[config.mk]
export PLATFORM = sky130hd
export DESIGN_NAME = nc_mem_top
export DESIGN_NICKNAME = d
export VERILOG_FILES = /design/src/design/nc_bypass_pkg.sv /design/src/design/req_arbiter.sv /design/src/design/cache_bypass.sv /design/src/design/line_cache.sv /design/src/design/nc_mem_top.sv
export VERILOG_INCLUDE_DIRS = /design/src /design/src/include
export SDC_FILE = /design/constraint.sdc
export NUM_CORES = 1
export LEC_CHECK = 0
export ABC_CLOCK_PERIOD_IN_PS = 5600
export BUFFER_PORTS_ARGS = -buffer_cell sky130_fd_sc_hd__buf_2
export CAP_MARGIN = 20
export CORE_MARGIN = 2
export CORE_UTILIZATION = 53
export CTS_CLUSTER_DIAMETER = 200
export DETAILED_ROUTE_END_ITERATION = 10
export GPL_TIMING_DRIVEN = 0
export PLACE_DENSITY_LB_ADDON = 0.2
export SYNTH_ARGS = -nofsm -noshare
export SYNTH_HDL_FRONTEND = slang
export SYNTH_SLANG_ARGS = --single-unit
[constraint.sdc]
create_clock -name clk -period 5.6 [get_ports clk]
set_input_delay 0.56 -clock clk [delete_from_list [all_inputs] [get_ports clk]]
set_output_delay 0.56 -clock clk [all_outputs]
set_load 0.03 [all_outputs]
[src/include/nc_bypass_settings.svh]
`ifndef NC_BYPASS_SETTINGS_SVH
`define NC_BYPASS_SETTINGS_SVH

// Core side
`define NUM_PORTS   2
`define WORD_BYTES  4
`define CORE_ADDR_W 10
`define ID_W        4

// Memory line and cache geometry
`define LINE_WORDS  2
`define MEM_TAG_W   6
`define CACHE_LINES 8

// Derived widths
`define WORD_W      (`WORD_BYTES * 8)
`define LINE_BYTES  (`WORD_BYTES * `LINE_WORDS)
`define LINE_W      (`LINE_BYTES * 8)
`define PORT_SEL_W  ($clog2(`NUM_PORTS))
`define WSEL_W      ($clog2(`LINE_WORDS))
`define LINE_IDX_W  ($clog2(`CACHE_LINES))
`define MEM_ADDR_W  (`CORE_ADDR_W - `WSEL_W)

`endif

[src/design/nc_bypass_pkg.sv]
`include "nc_bypass_settings.svh"

package nc_bypass_pkg;

    typedef struct packed {
        logic             nc;
        logic [`ID_W-1:0] id;
    } core_tag_t;

    // rw high for a write
    typedef struct packed {
        logic                    rw;
        logic [`CORE_ADDR_W-1:0] addr;
        logic [`WORD_BYTES-1:0]  byteen;
        logic [`WORD_W-1:0]      data;
        core_tag_t               tag;
    } core_req_t;

    typedef struct packed {
        logic [`WORD_W-1:0] data;
        core_tag_t          tag;
    } core_rsp_t;

    // Bypass payload is {port, word select, id}, cache payload is the line index
    typedef struct packed {
        logic                  nc;
        logic [`MEM_TAG_W-1:0] payload;
    } mem_tag_t;

    typedef struct packed {
        logic                   rw;
        logic [`MEM_ADDR_W-1:0] addr;
        logic [`LINE_BYTES-1:0] byteen;
        logic [`LINE_W-1:0]     data;
        mem_tag_t               tag;
    } mem_req_t;

    typedef struct packed {
        logic [`LINE_W-1:0] data;
        mem_tag_t           tag;
    } mem_rsp_t;

    typedef enum logic [1:0] {
        IDLE,
        MISS_WAIT,
        RESPOND
    } cache_state_e;

endpackage

[src/design/req_arbiter.sv]
`timescale 1ns/1ps
`include "nc_bypass_settings.svh"

module req_arbiter (
    input  logic                   clk,
    input  logic                   rst_n,
    input  logic [`NUM_PORTS-1:0]  requests,
    output logic [`NUM_PORTS-1:0]  grant_onehot,
    output logic [`PORT_SEL_W-1:0] grant_index,
    output logic                   grant_valid,
    input  logic                   unlock
);
    localparam int SEL_W = `PORT_SEL_W;

    logic                  locked;
    logic [`NUM_PORTS-1:0] lock_onehot;
    logic [SEL_W-1:0]      lock_index;
    logic [`NUM_PORTS-1:0] pick_onehot;
    logic [SEL_W-1:0]      pick_index;

    // Lowest-numbered requester wins
    always_comb begin
        pick_onehot = '0;
        pick_index  = '0;
        for (int i = `NUM_PORTS - 1; i >= 0; i--) begin
            if (requests[i]) begin
                pick_onehot    = '0;
                pick_onehot[i] = 1'b1;
                pick_index     = SEL_W'(i);
            end
        end
    end

    assign grant_onehot = locked ? lock_onehot : pick_onehot;
    assign grant_index  = locked ? lock_index : pick_index;
    assign grant_valid  = |(requests & grant_onehot);

    always_ff @(posedge clk) begin
        if (!rst_n) begin
            locked <= 1'b0;
        end else begin
            locked <= grant_valid && !unlock;
        end
    end

    // Held grant stays put until the winner transfers
    always_ff @(posedge clk) begin
        if (!locked) begin
            lock_onehot <= pick_onehot;
            lock_index  <= pick_index;
        end
    end

endmodule

[src/design/cache_bypass.sv]
`timescale 1ns/1ps
`include "nc_bypass_settings.svh"

module cache_bypass (
    input  logic                                      clk,
    input  logic                                      rst_n,
    // Core side
    input  nc_bypass_pkg::core_req_t [`NUM_PORTS-1:0] core_req_in,
    input  logic [`NUM_PORTS-1:0]                     core_req_valid_in,
    output logic [`NUM_PORTS-1:0]                     core_req_ready_in,
    output nc_bypass_pkg::core_rsp_t [`NUM_PORTS-1:0] core_rsp_out,
    output logic [`NUM_PORTS-1:0]                     core_rsp_valid_out,
    input  logic [`NUM_PORTS-1:0]                     core_rsp_ready_out,
    // Cache side
    output nc_bypass_pkg::core_req_t [`NUM_PORTS-1:0] cache_req,
    output logic [`NUM_PORTS-1:0]                     cache_req_valid,
    input  logic [`NUM_PORTS-1:0]                     cache_req_ready,
    input  nc_bypass_pkg::core_rsp_t [`NUM_PORTS-1:0] cache_rsp,
    input  logic [`NUM_PORTS-1:0]                     cache_rsp_valid,
    output logic [`NUM_PORTS-1:0]                     cache_rsp_ready,
    input  nc_bypass_pkg::mem_req_t                   cache_mem_req,
    input  logic                                      cache_mem_req_valid,
    output logic                                      cache_mem_req_ready,
    output nc_bypass_pkg::mem_rsp_t                   cache_mem_rsp,
    output logic                                      cache_mem_rsp_valid,
    input  logic                                      cache_mem_rsp_ready,
    // Memory side
    output nc_bypass_pkg::mem_req_t                   mem_req,
    output logic                                      mem_req_valid,
    input  logic                                      mem_req_ready,
    input  nc_bypass_pkg::mem_rsp_t                   mem_rsp,
    input  logic                                      mem_rsp_valid,
    output logic                                      mem_rsp_ready
);
    import nc_bypass_pkg::*;

    localparam int SEL_W  = `PORT_SEL_W;
    localparam int WSEL_W = `WSEL_W;

    logic [`NUM_PORTS-1:0] req_nc;
    logic [`NUM_PORTS-1:0] nc_valid;
    logic [`NUM_PORTS-1:0] nc_onehot;
    logic [SEL_W-1:0]      nc_index;
    logic                  nc_grant;
    logic                  nc_drive;
    logic                  nc_ready;
    logic                  nc_hold;
    core_req_t             nc_sel;
    logic [WSEL_W-1:0]     nc_wsel;
    mem_req_t              nc_mem_req;
    logic                  rsp_nc;
    logic [SEL_W-1:0]      rsp_port;
    logic [WSEL_W-1:0]     rsp_wsel;
    logic [`ID_W-1:0]      rsp_id;
    logic [`WORD_W-1:0]    rsp_word;

    always_comb begin
        for (int i = 0; i < `NUM_PORTS; i++) begin
            req_nc[i]           = core_req_in[i].tag.nc;
            cache_req[i]        = core_req_in[i];
            cache_req[i].tag.nc = 1'b0;
        end
    end

    assign nc_valid        = core_req_valid_in & req_nc;
    assign cache_req_valid = core_req_valid_in & ~req_nc;

    req_arbiter nc_arb (
        .clk          (clk),
        .rst_n        (rst_n),
        .requests     (nc_valid),
        .grant_onehot (nc_onehot),
        .grant_index  (nc_index),
        .grant_valid  (nc_grant),
        .unlock       (nc_ready)
    );

    // Cache wins the bus, but a stalled bypass request keeps it until taken
    assign nc_drive = nc_grant && (nc_hold || !cache_mem_req_valid);
    assign nc_ready = nc_drive && mem_req_ready;

    always_ff @(posedge clk) begin
        if (!rst_n) begin
            nc_hold <= 1'b0;
        end else begin
            nc_hold <= nc_drive && !mem_req_ready;
        end
    end

    assign core_req_ready_in = (req_nc & nc_onehot & {`NUM_PORTS{nc_ready}})
                             | (~req_nc & cache_req_ready);

    assign nc_sel  = core_req_in[nc_index];
    assign nc_wsel = nc_sel.addr[WSEL_W-1:0];

    // Word goes in its own lane, the other lane stays disabled
    always_comb begin
        nc_mem_req.rw     = nc_sel.rw;
        nc_mem_req.addr   = nc_sel.addr[`CORE_ADDR_W-1:WSEL_W];
        nc_mem_req.byteen = '0;
        nc_mem_req.byteen[nc_wsel*`WORD_BYTES +: `WORD_BYTES] = nc_sel.byteen;
        nc_mem_req.data        = {`LINE_WORDS{nc_sel.data}};
        nc_mem_req.tag.nc      = 1'b1;
        nc_mem_req.tag.payload = {nc_index, nc_wsel, nc_sel.tag.id};
    end

    assign mem_req_valid       = cache_mem_req_valid || nc_grant;
    assign mem_req             = nc_drive ? nc_mem_req : cache_mem_req;
    assign cache_mem_req_ready = mem_req_ready && !nc_hold;

    // Response steering
    assign rsp_nc                       = mem_rsp.tag.nc;
    assign {rsp_port, rsp_wsel, rsp_id} = mem_rsp.tag.payload;
    assign rsp_word                     = mem_rsp.data[rsp_wsel*`WORD_W +: `WORD_W];

    always_comb begin
        for (int i = 0; i < `NUM_PORTS; i++) begin
            core_rsp_valid_out[i] = cache_rsp_valid[i]
                                 || (mem_rsp_valid && rsp_nc && rsp_port == SEL_W'(i));
            if (cache_rsp_valid[i]) begin
                core_rsp_out[i] = cache_rsp[i];
            end else begin
                core_rsp_out[i].data   = rsp_word;
                core_rsp_out[i].tag.nc = 1'b1;
                core_rsp_out[i].tag.id = rsp_id;
            end
        end
    end

    assign cache_rsp_ready = core_rsp_ready_out;

    assign cache_mem_rsp       = mem_rsp;
    assign cache_mem_rsp_valid = mem_rsp_valid && !rsp_nc;

    // Bypass data waits while the cache owns that port's response
    assign mem_rsp_ready = rsp_nc ? (!cache_rsp_valid[rsp_port] && core_rsp_ready_out[rsp_port])
                                  : cache_mem_rsp_ready;

endmodule

[src/design/line_cache.sv]
`timescale 1ns/1ps
`include "nc_bypass_settings.svh"

module line_cache (
    input  logic                                      clk,
    input  logic                                      rst_n,
    input  nc_bypass_pkg::core_req_t [`NUM_PORTS-1:0] core_req,
    input  logic [`NUM_PORTS-1:0]                     core_req_valid,
    output logic [`NUM_PORTS-1:0]                     core_req_ready,
    output nc_bypass_pkg::core_rsp_t [`NUM_PORTS-1:0] core_rsp,
    output logic [`NUM_PORTS-1:0]                     core_rsp_valid,
    input  logic [`NUM_PORTS-1:0]                     core_rsp_ready,
    output nc_bypass_pkg::mem_req_t                   mem_req,
    output logic                                      mem_req_valid,
    input  logic                                      mem_req_ready,
    input  nc_bypass_pkg::mem_rsp_t                   mem_rsp,
    input  logic                                      mem_rsp_valid,
    output logic                                      mem_rsp_ready
);
    import nc_bypass_pkg::*;

    localparam int SEL_W  = `PORT_SEL_W;
    localparam int WSEL_W = `WSEL_W;
    localparam int IDX_W  = `LINE_IDX_W;
    localparam int TAG_W  = `CORE_ADDR_W - WSEL_W - IDX_W;

    logic [TAG_W-1:0]        tag_arr [`CACHE_LINES];
    logic [`LINE_W-1:0]      data_arr [`CACHE_LINES];
    logic [`CACHE_LINES-1:0] valid_arr;

    cache_state_e            state;
    logic [`NUM_PORTS-1:0]   grant_onehot;
    logic [SEL_W-1:0]        grant_index;
    logic                    grant_valid;
    core_req_t               sel;
    logic [TAG_W-1:0]        sel_tag;
    logic [IDX_W-1:0]        sel_idx;
    logic [WSEL_W-1:0]       sel_wsel;
    logic                    hit;
    logic                    read_hit;
    logic                    accept;
    logic                    fill;
    logic [IDX_W-1:0]        fill_idx;
    logic [`CORE_ADDR_W-1:0] pend_addr;
    logic [SEL_W-1:0]        pend_port;
    logic [`ID_W-1:0]        pend_id;
    logic [`WORD_W-1:0]      rsp_data;

    req_arbiter port_arb (
        .clk          (clk),
        .rst_n        (rst_n),
        .requests     (core_req_valid),
        .grant_onehot (grant_onehot),
        .grant_index  (grant_index),
        .grant_valid  (grant_valid),
        .unlock       (accept)
    );

    assign sel                         = core_req[grant_index];
    assign {sel_tag, sel_idx, sel_wsel} = sel.addr;
    assign hit      = valid_arr[sel_idx] && (tag_arr[sel_idx] == sel_tag);
    assign read_hit = !sel.rw && hit;

    // Writes and read misses both need the memory port in the same cycle
    assign mem_req_valid  = grant_valid && (state == IDLE) && !read_hit;
    assign accept         = grant_valid && (state == IDLE) && (read_hit || mem_req_ready);
    assign core_req_ready = grant_onehot & {`NUM_PORTS{accept}};

    always_comb begin
        mem_req.rw     = sel.rw;
        mem_req.addr   = sel.addr[`CORE_ADDR_W-1:WSEL_W];
        mem_req.byteen = '1;
        if (sel.rw) begin
            mem_req.byteen = '0;
            mem_req.byteen[sel_wsel*`WORD_BYTES +: `WORD_BYTES] = sel.byteen;
        end
        mem_req.data        = {`LINE_WORDS{sel.data}};
        mem_req.tag.nc      = 1'b0;
        mem_req.tag.payload = `MEM_TAG_W'(sel_idx);
    end

    assign mem_rsp_ready = (state == MISS_WAIT);
    assign fill          = mem_rsp_valid && mem_rsp_ready;
    assign fill_idx      = mem_rsp.tag.payload[IDX_W-1:0];

    always_ff @(posedge clk) begin
        if (!rst_n) begin
            state     <= IDLE;
            valid_arr <= '0;
        end else begin
            case (state)
                IDLE: begin
                    if (accept && !sel.rw) begin
                        state <= hit ? RESPOND : MISS_WAIT;
                    end
                end
                MISS_WAIT: begin
                    if (fill) begin
                        state <= RESPOND;
                    end
                end
                RESPOND: begin
                    if (core_rsp_ready[pend_port]) begin
                        state <= IDLE;
                    end
                end
                default: state <= IDLE;
            endcase
            if (fill) begin
                valid_arr[fill_idx] <= 1'b1;
            end
        end
    end

    always_ff @(posedge clk) begin
        if (accept) begin
            pend_addr <= sel.addr;
            pend_port <= grant_index;
            pend_id   <= sel.tag.id;
        end
        if (accept && read_hit) begin
            rsp_data <= data_arr[sel_idx][sel_wsel*`WORD_W +: `WORD_W];
        end
        // Write hit updates the stored copy alongside write-through
        if (accept && sel.rw && hit) begin
            for (int b = 0; b < `LINE_BYTES; b++) begin
                if (mem_req.byteen[b]) begin
                    data_arr[sel_idx][b*8 +: 8] <= mem_req.data[b*8 +: 8];
                end
            end
        end
        if (fill) begin
            data_arr[fill_idx] <= mem_rsp.data;
            tag_arr[fill_idx]  <= pend_addr[`CORE_ADDR_W-1 -: TAG_W];
            rsp_data           <= mem_rsp.data[pend_addr[WSEL_W-1:0]*`WORD_W +: `WORD_W];
        end
    end

    always_comb begin
        for (int i = 0; i < `NUM_PORTS; i++) begin
            core_rsp[i].data   = rsp_data;
            core_rsp[i].tag.nc = 1'b0;
            core_rsp[i].tag.id = pend_id;
            core_rsp_valid[i]  = (state == RESPOND) && (pend_port == SEL_W'(i));
        end
    end

endmodule

[src/design/nc_mem_top.sv]
`timescale 1ns/1ps
`include "nc_bypass_settings.svh"

module nc_mem_top (
    input  logic                                      clk,
    input  logic                                      rst_n,
    input  nc_bypass_pkg::core_req_t [`NUM_PORTS-1:0] core_req,
    input  logic [`NUM_PORTS-1:0]                     core_req_valid,
    output logic [`NUM_PORTS-1:0]                     core_req_ready,
    output nc_bypass_pkg::core_rsp_t [`NUM_PORTS-1:0] core_rsp,
    output logic [`NUM_PORTS-1:0]                     core_rsp_valid,
    input  logic [`NUM_PORTS-1:0]                     core_rsp_ready,
    output nc_bypass_pkg::mem_req_t                   mem_req,
    output logic                                      mem_req_valid,
    input  logic                                      mem_req_ready,
    input  nc_bypass_pkg::mem_rsp_t                   mem_rsp,
    input  logic                                      mem_rsp_valid,
    output logic                                      mem_rsp_ready
);
    import nc_bypass_pkg::*;

    core_req_t [`NUM_PORTS-1:0] cache_req;
    logic [`NUM_PORTS-1:0]      cache_req_valid;
    logic [`NUM_PORTS-1:0]      cache_req_ready;
    core_rsp_t [`NUM_PORTS-1:0] cache_rsp;
    logic [`NUM_PORTS-1:0]      cache_rsp_valid;
    logic [`NUM_PORTS-1:0]      cache_rsp_ready;
    mem_req_t                   cache_mem_req;
    logic                       cache_mem_req_valid;
    logic                       cache_mem_req_ready;
    mem_rsp_t                   cache_mem_rsp;
    logic                       cache_mem_rsp_valid;
    logic                       cache_mem_rsp_ready;

    // Cache and memory channels match by name
    cache_bypass bypass (
        .core_req_in        (core_req),
        .core_req_valid_in  (core_req_valid),
        .core_req_ready_in  (core_req_ready),
        .core_rsp_out       (core_rsp),
        .core_rsp_valid_out (core_rsp_valid),
        .core_rsp_ready_out (core_rsp_ready),
        .*
    );

    line_cache cache (
        .clk            (clk),
        .rst_n          (rst_n),
        .core_req       (cache_req),
        .core_req_valid (cache_req_valid),
        .core_req_ready (cache_req_ready),
        .core_rsp       (cache_rsp),
        .core_rsp_valid (cache_rsp_valid),
        .core_rsp_ready (cache_rsp_ready),
        .mem_req        (cache_mem_req),
        .mem_req_valid  (cache_mem_req_valid),
        .mem_req_ready  (cache_mem_req_ready),
        .mem_rsp        (cache_mem_rsp),
        .mem_rsp_valid  (cache_mem_rsp_valid),
        .mem_rsp_ready  (cache_mem_rsp_ready)
    );

endmodule

== Word-level counts from Yosys, hierarchy flattened ==
Memories as Yosys holds them, arrays and structs flattened.
Cells that the tools add are included.

* Add/sub/neg operators: 2
* Multiply operators: 0
* Div/mod/pow operators: 0
* Magnitude comparators: 7
* Eq/ne operators: 6
* Shifts and indexed selects: 7
* Muxes and demuxes: 67
* Bitwise logic cells: 15
* Reduce and logical (&&, ||, !) cells: 44

{| class="wikitable"
|+ Operator list
! kind !! count
|-
| 52-bit two-way mux || 4
|-
| 64-bit by 7-bit variable part select with 32-bit output || 3
|-
| 89-bit two-way mux || 1
|-
| 37-bit two-way mux || 2
|-
| 3-bit negator with 34-bit output || 2
|-
| 4-bit by 34-bit variable shift with 8-bit output (first input constant) || 2
|-
| 4-bit by 34-bit variable part select with 8-bit output || 2
|-
| 32-bit two-way mux || 2
|-
| 64-bit two-way mux || 1
|-
| 64-bit OR reduction || 1
|-
| 1-bit two-way mux || 41
|-
| 1-bit logical AND || 24
|-
| 2-bit two-way mux || 10
|-
| 2-bit bitwise AND || 8
|-
| 8-bit bitwise AND || 2
|-
| 8-bit two-way mux || 2
|-
| 1-bit logical NOT || 9
|-
| 1-bit by 2-bit less-than comparator with 1-bit output (second input constant) || 4
|-
| 3-bit by 4-bit less-than comparator with 1-bit output (second input constant) || 2
|-
| 8-bit bitwise OR || 1
|-
| 6-bit == test || 1
|-
| 2-bit one-hot mux with 3 select lines || 1
|-
| 1-bit logical OR || 5
|-
| 2-bit by 1-bit inequality test with 1-bit output (second input constant) || 2
|-
| 14 further kinds || 16
|}

* Bits in registers: 66
* Latch bits: 0
* Memory bits (writable): 560
* ROM bits: 0
* Memories: 2

{| class="wikitable"
|+ Memories
! name !! depth !! bits a word !! rd ports !! clocked after memory_dff !! wr ports !! line !! text
|-
| cache.data_arr || 8 || 64 || 1 || 0 || 1 || line_cache.sv:28 || <nowiki>logic [`LINE_W-1:0] data_arr [`CACHE_LINES];</nowiki>
|-
| cache.tag_arr || 8 || 6 || 1 || 0 || 1 || line_cache.sv:27 || <nowiki>logic [TAG_W-1:0] tag_arr [`CACHE_LINES];</nowiki>
|}

== Longest topological paths before layout ==
* Depth in word-level cells: 19
* Mapped depth: 17

== Hierarchy ==
A second synthesis with hierarchy kept.

* Cells, all modules: 2808
* Area total of the unflattened synthesis: 32306.0 um2

{| class="wikitable"
|+ Modules (own cells, without submodules)
! module !! instances !! cells an instance !! area each (um2)
|-
| line_cache || 1 || 2245 || 27725.3
|-
| cache_bypass || 1 || 537 || 4275.4
|-
| req_arbiter || 2 || 13 || 152.6
|}

== Worst setup path before layout ==
Ideal clock, no wire load.

* Kind: input -> register
* From: input core_req[56] (netlist bit)
* To: register cache.rsp_data[0] (enable)
* Setup time: 0.468 ns
* Data arrival time: 5.463 ns
* Data required time: 5.132 ns
* Setup slack: -0.331 ns
* Stages: 14
* Cells stage by stage: nand2b_1 -> buf_6 -> nor3_4 -> nor2_8 -> inv_4 -> mux2i_1 -> buf_2 -> nand2_1 -> and3_1 -> a2111oi_2 -> nand3b_1 -> or4_4 -> or2_1 -> o21ai_0

* Cells in the longest elaborated chain, start to end: 15
* Elaborated cells between the ends (all ways): 24
* Classes of those cells: eq/ne (1); mux (10); bitwise (3); reduce/logical (9); memory (1)

{| class="wikitable"
|+ RTL lines
! what !! line !! text
|-
| start, declared || nc_mem_top.sv:7 || <nowiki>input nc_bypass_pkg::core_req_t [`NUM_PORTS-1:0] core_req,</nowiki>
|-
| 2-bit NOT * || cache_bypass.sv:66 || <nowiki>assign cache_req_valid = core_req_valid_in & ~req_nc;</nowiki>
|-
| 2-bit bitwise AND * || cache_bypass.sv:66 ||
|-
| 1-bit two-way mux (2 in a row) || req_arbiter.sv:26 || <nowiki>if (requests[i]) begin</nowiki>
|-
| 1-bit two-way mux || -- ||
|-
| 52-bit two-way mux (implied by the code) (2 in a row) || line_cache.sv:59 || <nowiki>assign sel = core_req[grant_index];</nowiki>
|-
| memory read 8 x 6 bit or 1-bit binary-select mux with 3-bit select (tied branches) || -- ||
|-
| 6-bit == test or 1-bit two-way mux (tied branches) || line_cache.sv:61 || <nowiki>assign hit = valid_arr[sel_idx] && (tag_arr[sel_idx] == sel_tag);</nowiki>
|-
| 1-bit logical AND || line_cache.sv:61 ||
|-
| 1-bit logical AND || line_cache.sv:62 || <nowiki>assign read_hit = !sel.rw && hit;</nowiki>
|-
| 1-bit logical OR || line_cache.sv:66 || <nowiki>assign accept = grant_valid && (state == IDLE) && (read_hit || mem_req_ready);</nowiki>
|-
| 1-bit logical AND || line_cache.sv:66 ||
|-
| 1-bit logical AND * || line_cache.sv:121 || <nowiki>if (accept && read_hit) begin</nowiki>
|-
| 2-bit nonzero test (no source line) * || -- ||
|-
| end signal, assigned || line_cache.sv:122 || <nowiki>rsp_data <= data_arr[sel_idx][sel_wsel*`WORD_W +: `WORD_W];</nowiki>
|-
| end signal, assigned || line_cache.sv:135 || <nowiki>rsp_data <= mem_rsp.data[pend_addr[WSEL_W-1:0]*`WORD_W +: `WORD_W];</nowiki>
|-
| end, declared || line_cache.sv:47 || <nowiki>logic [`WORD_W-1:0] rsp_data;</nowiki>
|}

Mark *: on every way between the ends. The rest lies on a longest branch, timed or not. The select of a mux whose other input is x is not followed.
A chain may end at the register's enable or synchronous reset.

==> run_results.csv <==
group,metric,value,unit
sta,finalClockSkew,0.02183,ns
worst_hold_path,hold_path_depth,2,
synth,synthesis.nets,2895,
worst_hold_path,hold_start,"mem_req_ready",
critical_path,crit_path_top_delay_cell,"o41ai_2",
synth,synth_top_family_by_area,"simple AND/OR/NAND/NOR gates",
critical_path,worst_setup_path_end_kind,"output pin",
place,place.gp.congestion,0.9346,
critical_path,r2r_cells,14,
worst_hold_path,hold_path_end,"bypass.nc_hold",
synth,yosysTopAreaCell,"edfxtp_1",
final_layout,final-seq-area,18520,sq um
detailed_routing,routed_wl,103100,um
synth,synth_enable_flop_cells,604,
outcome,status,"finished clean",
critical_path,rr_startpoint,"cache.port_arb.lock_index",
global_route,grt_usage,35.66,%
critical_path,path_delay_family,"compound AO/OA/AOI/OAI gates",
synth,ys_warn_count,0,
synth,synth_ff_type,"edfxtp_1",
critical_path,path_cells,"buf_2 -> buf_2 -> o41ai_2 -> a221oi_1 -> a22o_1 -> a22oi_1 -> nand3_1 -> nor4_4 -> o21ai_4 -> mux2i_4 -> buf_4 -> buf_6 -> mux2_1 -> buf_4 -> buf_2",
power,p_per_area,339.0,nW/um^2
final_layout,multiInputGateArea,9666,sq um
place,place_ws,-0.7531,ns
floorplanning,initial_core_util,53.88,%
clocking,numCtsBuffers,60,
synth,synthAdderAreaFrac,0,%
synth,synth_mux_area_share,4.020,%
floorplanning,coreArea,54130,sq um
critical_path,r2r-end,"cache.data_arr[6][26]",
synth,ys_types,68,
place,port_buffers,350,
power,power_leakage,12.68,nW
floorplanning,io_pins,352,
critical_path,cp-start-kind,"flip-flop",
critical_path,r2r_slack,0.22,ns
synth,async_reset_ff_share,0,%
synth,synth_compound_area_share,7.529,%
critical_path,cp_max_fo,10,
detailed_routing,viasPerCell,6.259,
power,irDropWorstVdd,282.1,uV
synth,synth_area_leaders,"edfxtp_1 62%, nand2_1 8.8%, nand3_1 8.4%",
sta,hold_viol_final,0,
critical_path,criticalPathCategory,"flip-flop to output pin",
critical_path,critPathMaxStageDelay,0.65,ns
synth,synthTopCellsByCount,"685 x nand2_1, 604 x edfxtp_1, 491 x nand3_1",
clocking,cts_buffer_depth,3,
floorplanning,rows,85,
final_layout,drive_above_1_share,17.41,%
sta,rsz0062_at_grt,"yes",
global_route,grt_start_max_net_pins,21,
sta,post-route-period-util,96.48,%
sta,max_clock_freq,185.1,MHz
global_route,grt_pass1_vias,23070,
clocking,cts.sinks,623,
floorplanning,die_w,238.6,um
sta,setup_viol,0,
clocking,clockRootBuffer,"clkbuf_16",
synth,synth-seq-area-share,63.49,%
floorplanning,die_h,238.6,um
final_layout,finalNetCount,3316,
sta,maxSlewHeadroom,16.26,%
detailed_routing,drt_iter0_markers,3314,
sta,finalWorstSetupSlack,0.1972,ns
sta,worstMarginPinSlew,1.256,ns
clocking,htree_levels,2,
global_route,antenna_found_initial,7,
synth,syn-mean-instance-area,10.75,sq um
synth,syn_inst,2712,
clocking,cts_tree,"done",
critical_path,path_buf_inv,6,
sta,period_minus_slack,5.403,ns
clocking,clk_pin_slew,0.07,ns
detailed_routing,wl_per_cell,26.53,um
sta,finalHoldWorstSlack,0.1589,ns
final_layout,nFillCells,4332,
worst_hold_path,hp-class,"primary input to flip-flop",
place,place.detailed.hpwl,75720,um
critical_path,crit_arrival,4.84,ns
critical_path,critPathMostFrequentCell,"buf_2",
synth,synthSimpleGateAreaFrac,21.29,%
detailed_routing,drc,0,
critical_path,cp_data_required_time,5.04,ns
final_layout,area_growth,16.35,%
power,report.power.total,11.50,mW
synth,synth_top_area_share,62.19,%
synth,synth_xor_area_share,0,%
synth,yosysMostFrequentCell,"nand2_1",
floorplanning,die_area,56930,sq um
global_route,grt_pass1_wl,146600,um
synth,syn-cell-area,29170,sq um
final_layout,final_core_util,62.69,%
clocking,clk_latency,0.64,ns
detailed_routing,route.vias.total,24330,
sta,drv_slew,0,
synth,synth_seq_cells,623,
global_route,grt_overflow,0,
detailed_routing,drtAntennaViolNets,0,
job,max_cap_violations,0,
detailed_routing,drt_pre_antenna_iters,8,
[cell usage in the layout (no fill, tap or decap), drive strengths merged, types with 53 or more instances in the layout]
cell type / synthesis / final
nand2: 685 / 685
nand3: 491 / 491
mux2: 53 / 53
edfxtp: 604 / 604
mux2i: 55 / 55
o21a: 74 / 74
nor2: 147 / 147
buf: 75 / 433
clkbuf: 143 / 214
a21oi: 120 / 120
[routing by layer]
layer,part of all wire [%],wire length [um],vias to the layer above,global-route usage [%]
met5,0.013,13,-,0
met4,4.4,4528,2,16.19
met3,14,14380,247,10.40
met2,45,46490,1841,56.06
met1,37,37700,11650,45.97
li1,-,-,10590,-
[what timing repair did]
item / in CTS / in global routing
pin swaps: 2 / 1
gates resized for setup: 8 / 24
buffers inserted: 5 / 1
hold buffers: 0 / 0
endpoints found under the setup margin: 591 / 481
[cell type report]
type / count / share of cell area [%]
flip-flops and latches: 623 / 54.57
well taps: 696 / 2.566
clock buffers: 70 / 4.598
repair buffers: 359 / 5.435
plain buffers: 218 / 2.986
clock inverters: 41 / 1.095
diodes: 9 / 0.06636
inverters: 18 / 0.2065
multi-input cells: 1853 / 28.48
[worst max path at each step]
stage,start,end,slack [ns],cells past startpoint
6_report,cache.port_arb.locked,mem_req[50],0.20,15
5_1_grt,cache.port_arb.lock_index,cache.data_arr[7][12],-0.01,14
4_1_cts,cache.port_arb.lock_index,mem_req[58],0.05,19
3_5_place_dp,core_req_valid[1],mem_req[41],-0.75,16
3_3_place_gp,core_req_valid[1],cache.rsp_data[12],-1.82,12
2_1_floorplan,core_req[56],cache.rsp_data[0],0.55,14
[power by group]
| group | switching, mW | internal [mW] |
|---|---|---|
| Sequential | 0.0188 | 5.25 |
| Combinational | 1.57 | 0.606 |
| Clock | 1.76 | 2.30 |
| Total | 3.35 | 8.15 |
[cell families after synthesis]
kind of cell / count (synthesis)
buf+inv: 236
compound gates: 332
flops: 623
simple gates: 1413
mux: 108
[flip-flops by register name, indices dropped and copies added, names as in the netlist, 2 cells and up]
signal                      count
bypass.nc_arb.lock_onehot       2
cache.state                     2
cache.data_arr                512
cache.rsp_data                 32
cache.pend_addr                 7
cache.valid_arr                 8
cache.tag_arr                  48
cache.port_arb.lock_onehot      2
cache.pend_id                   4
[stage by stage]
| stage | setup TNS, ns | cells | area [sq um] |
|---|---|---|---|
| floorplan | 0 | 2712 | 29170 |
| global placement | -316.01 | 3758 | 31790 |
| detailed placement | -303.84 | 3761 | 31840 |
| CTS | 0 | 3877 | 33850 |
| global route | -0.09199 | 3881 | 33920 |
| finish | 0 | 3887 | 33940 |
No activity file was read; power rests on OpenSTA's default activity.
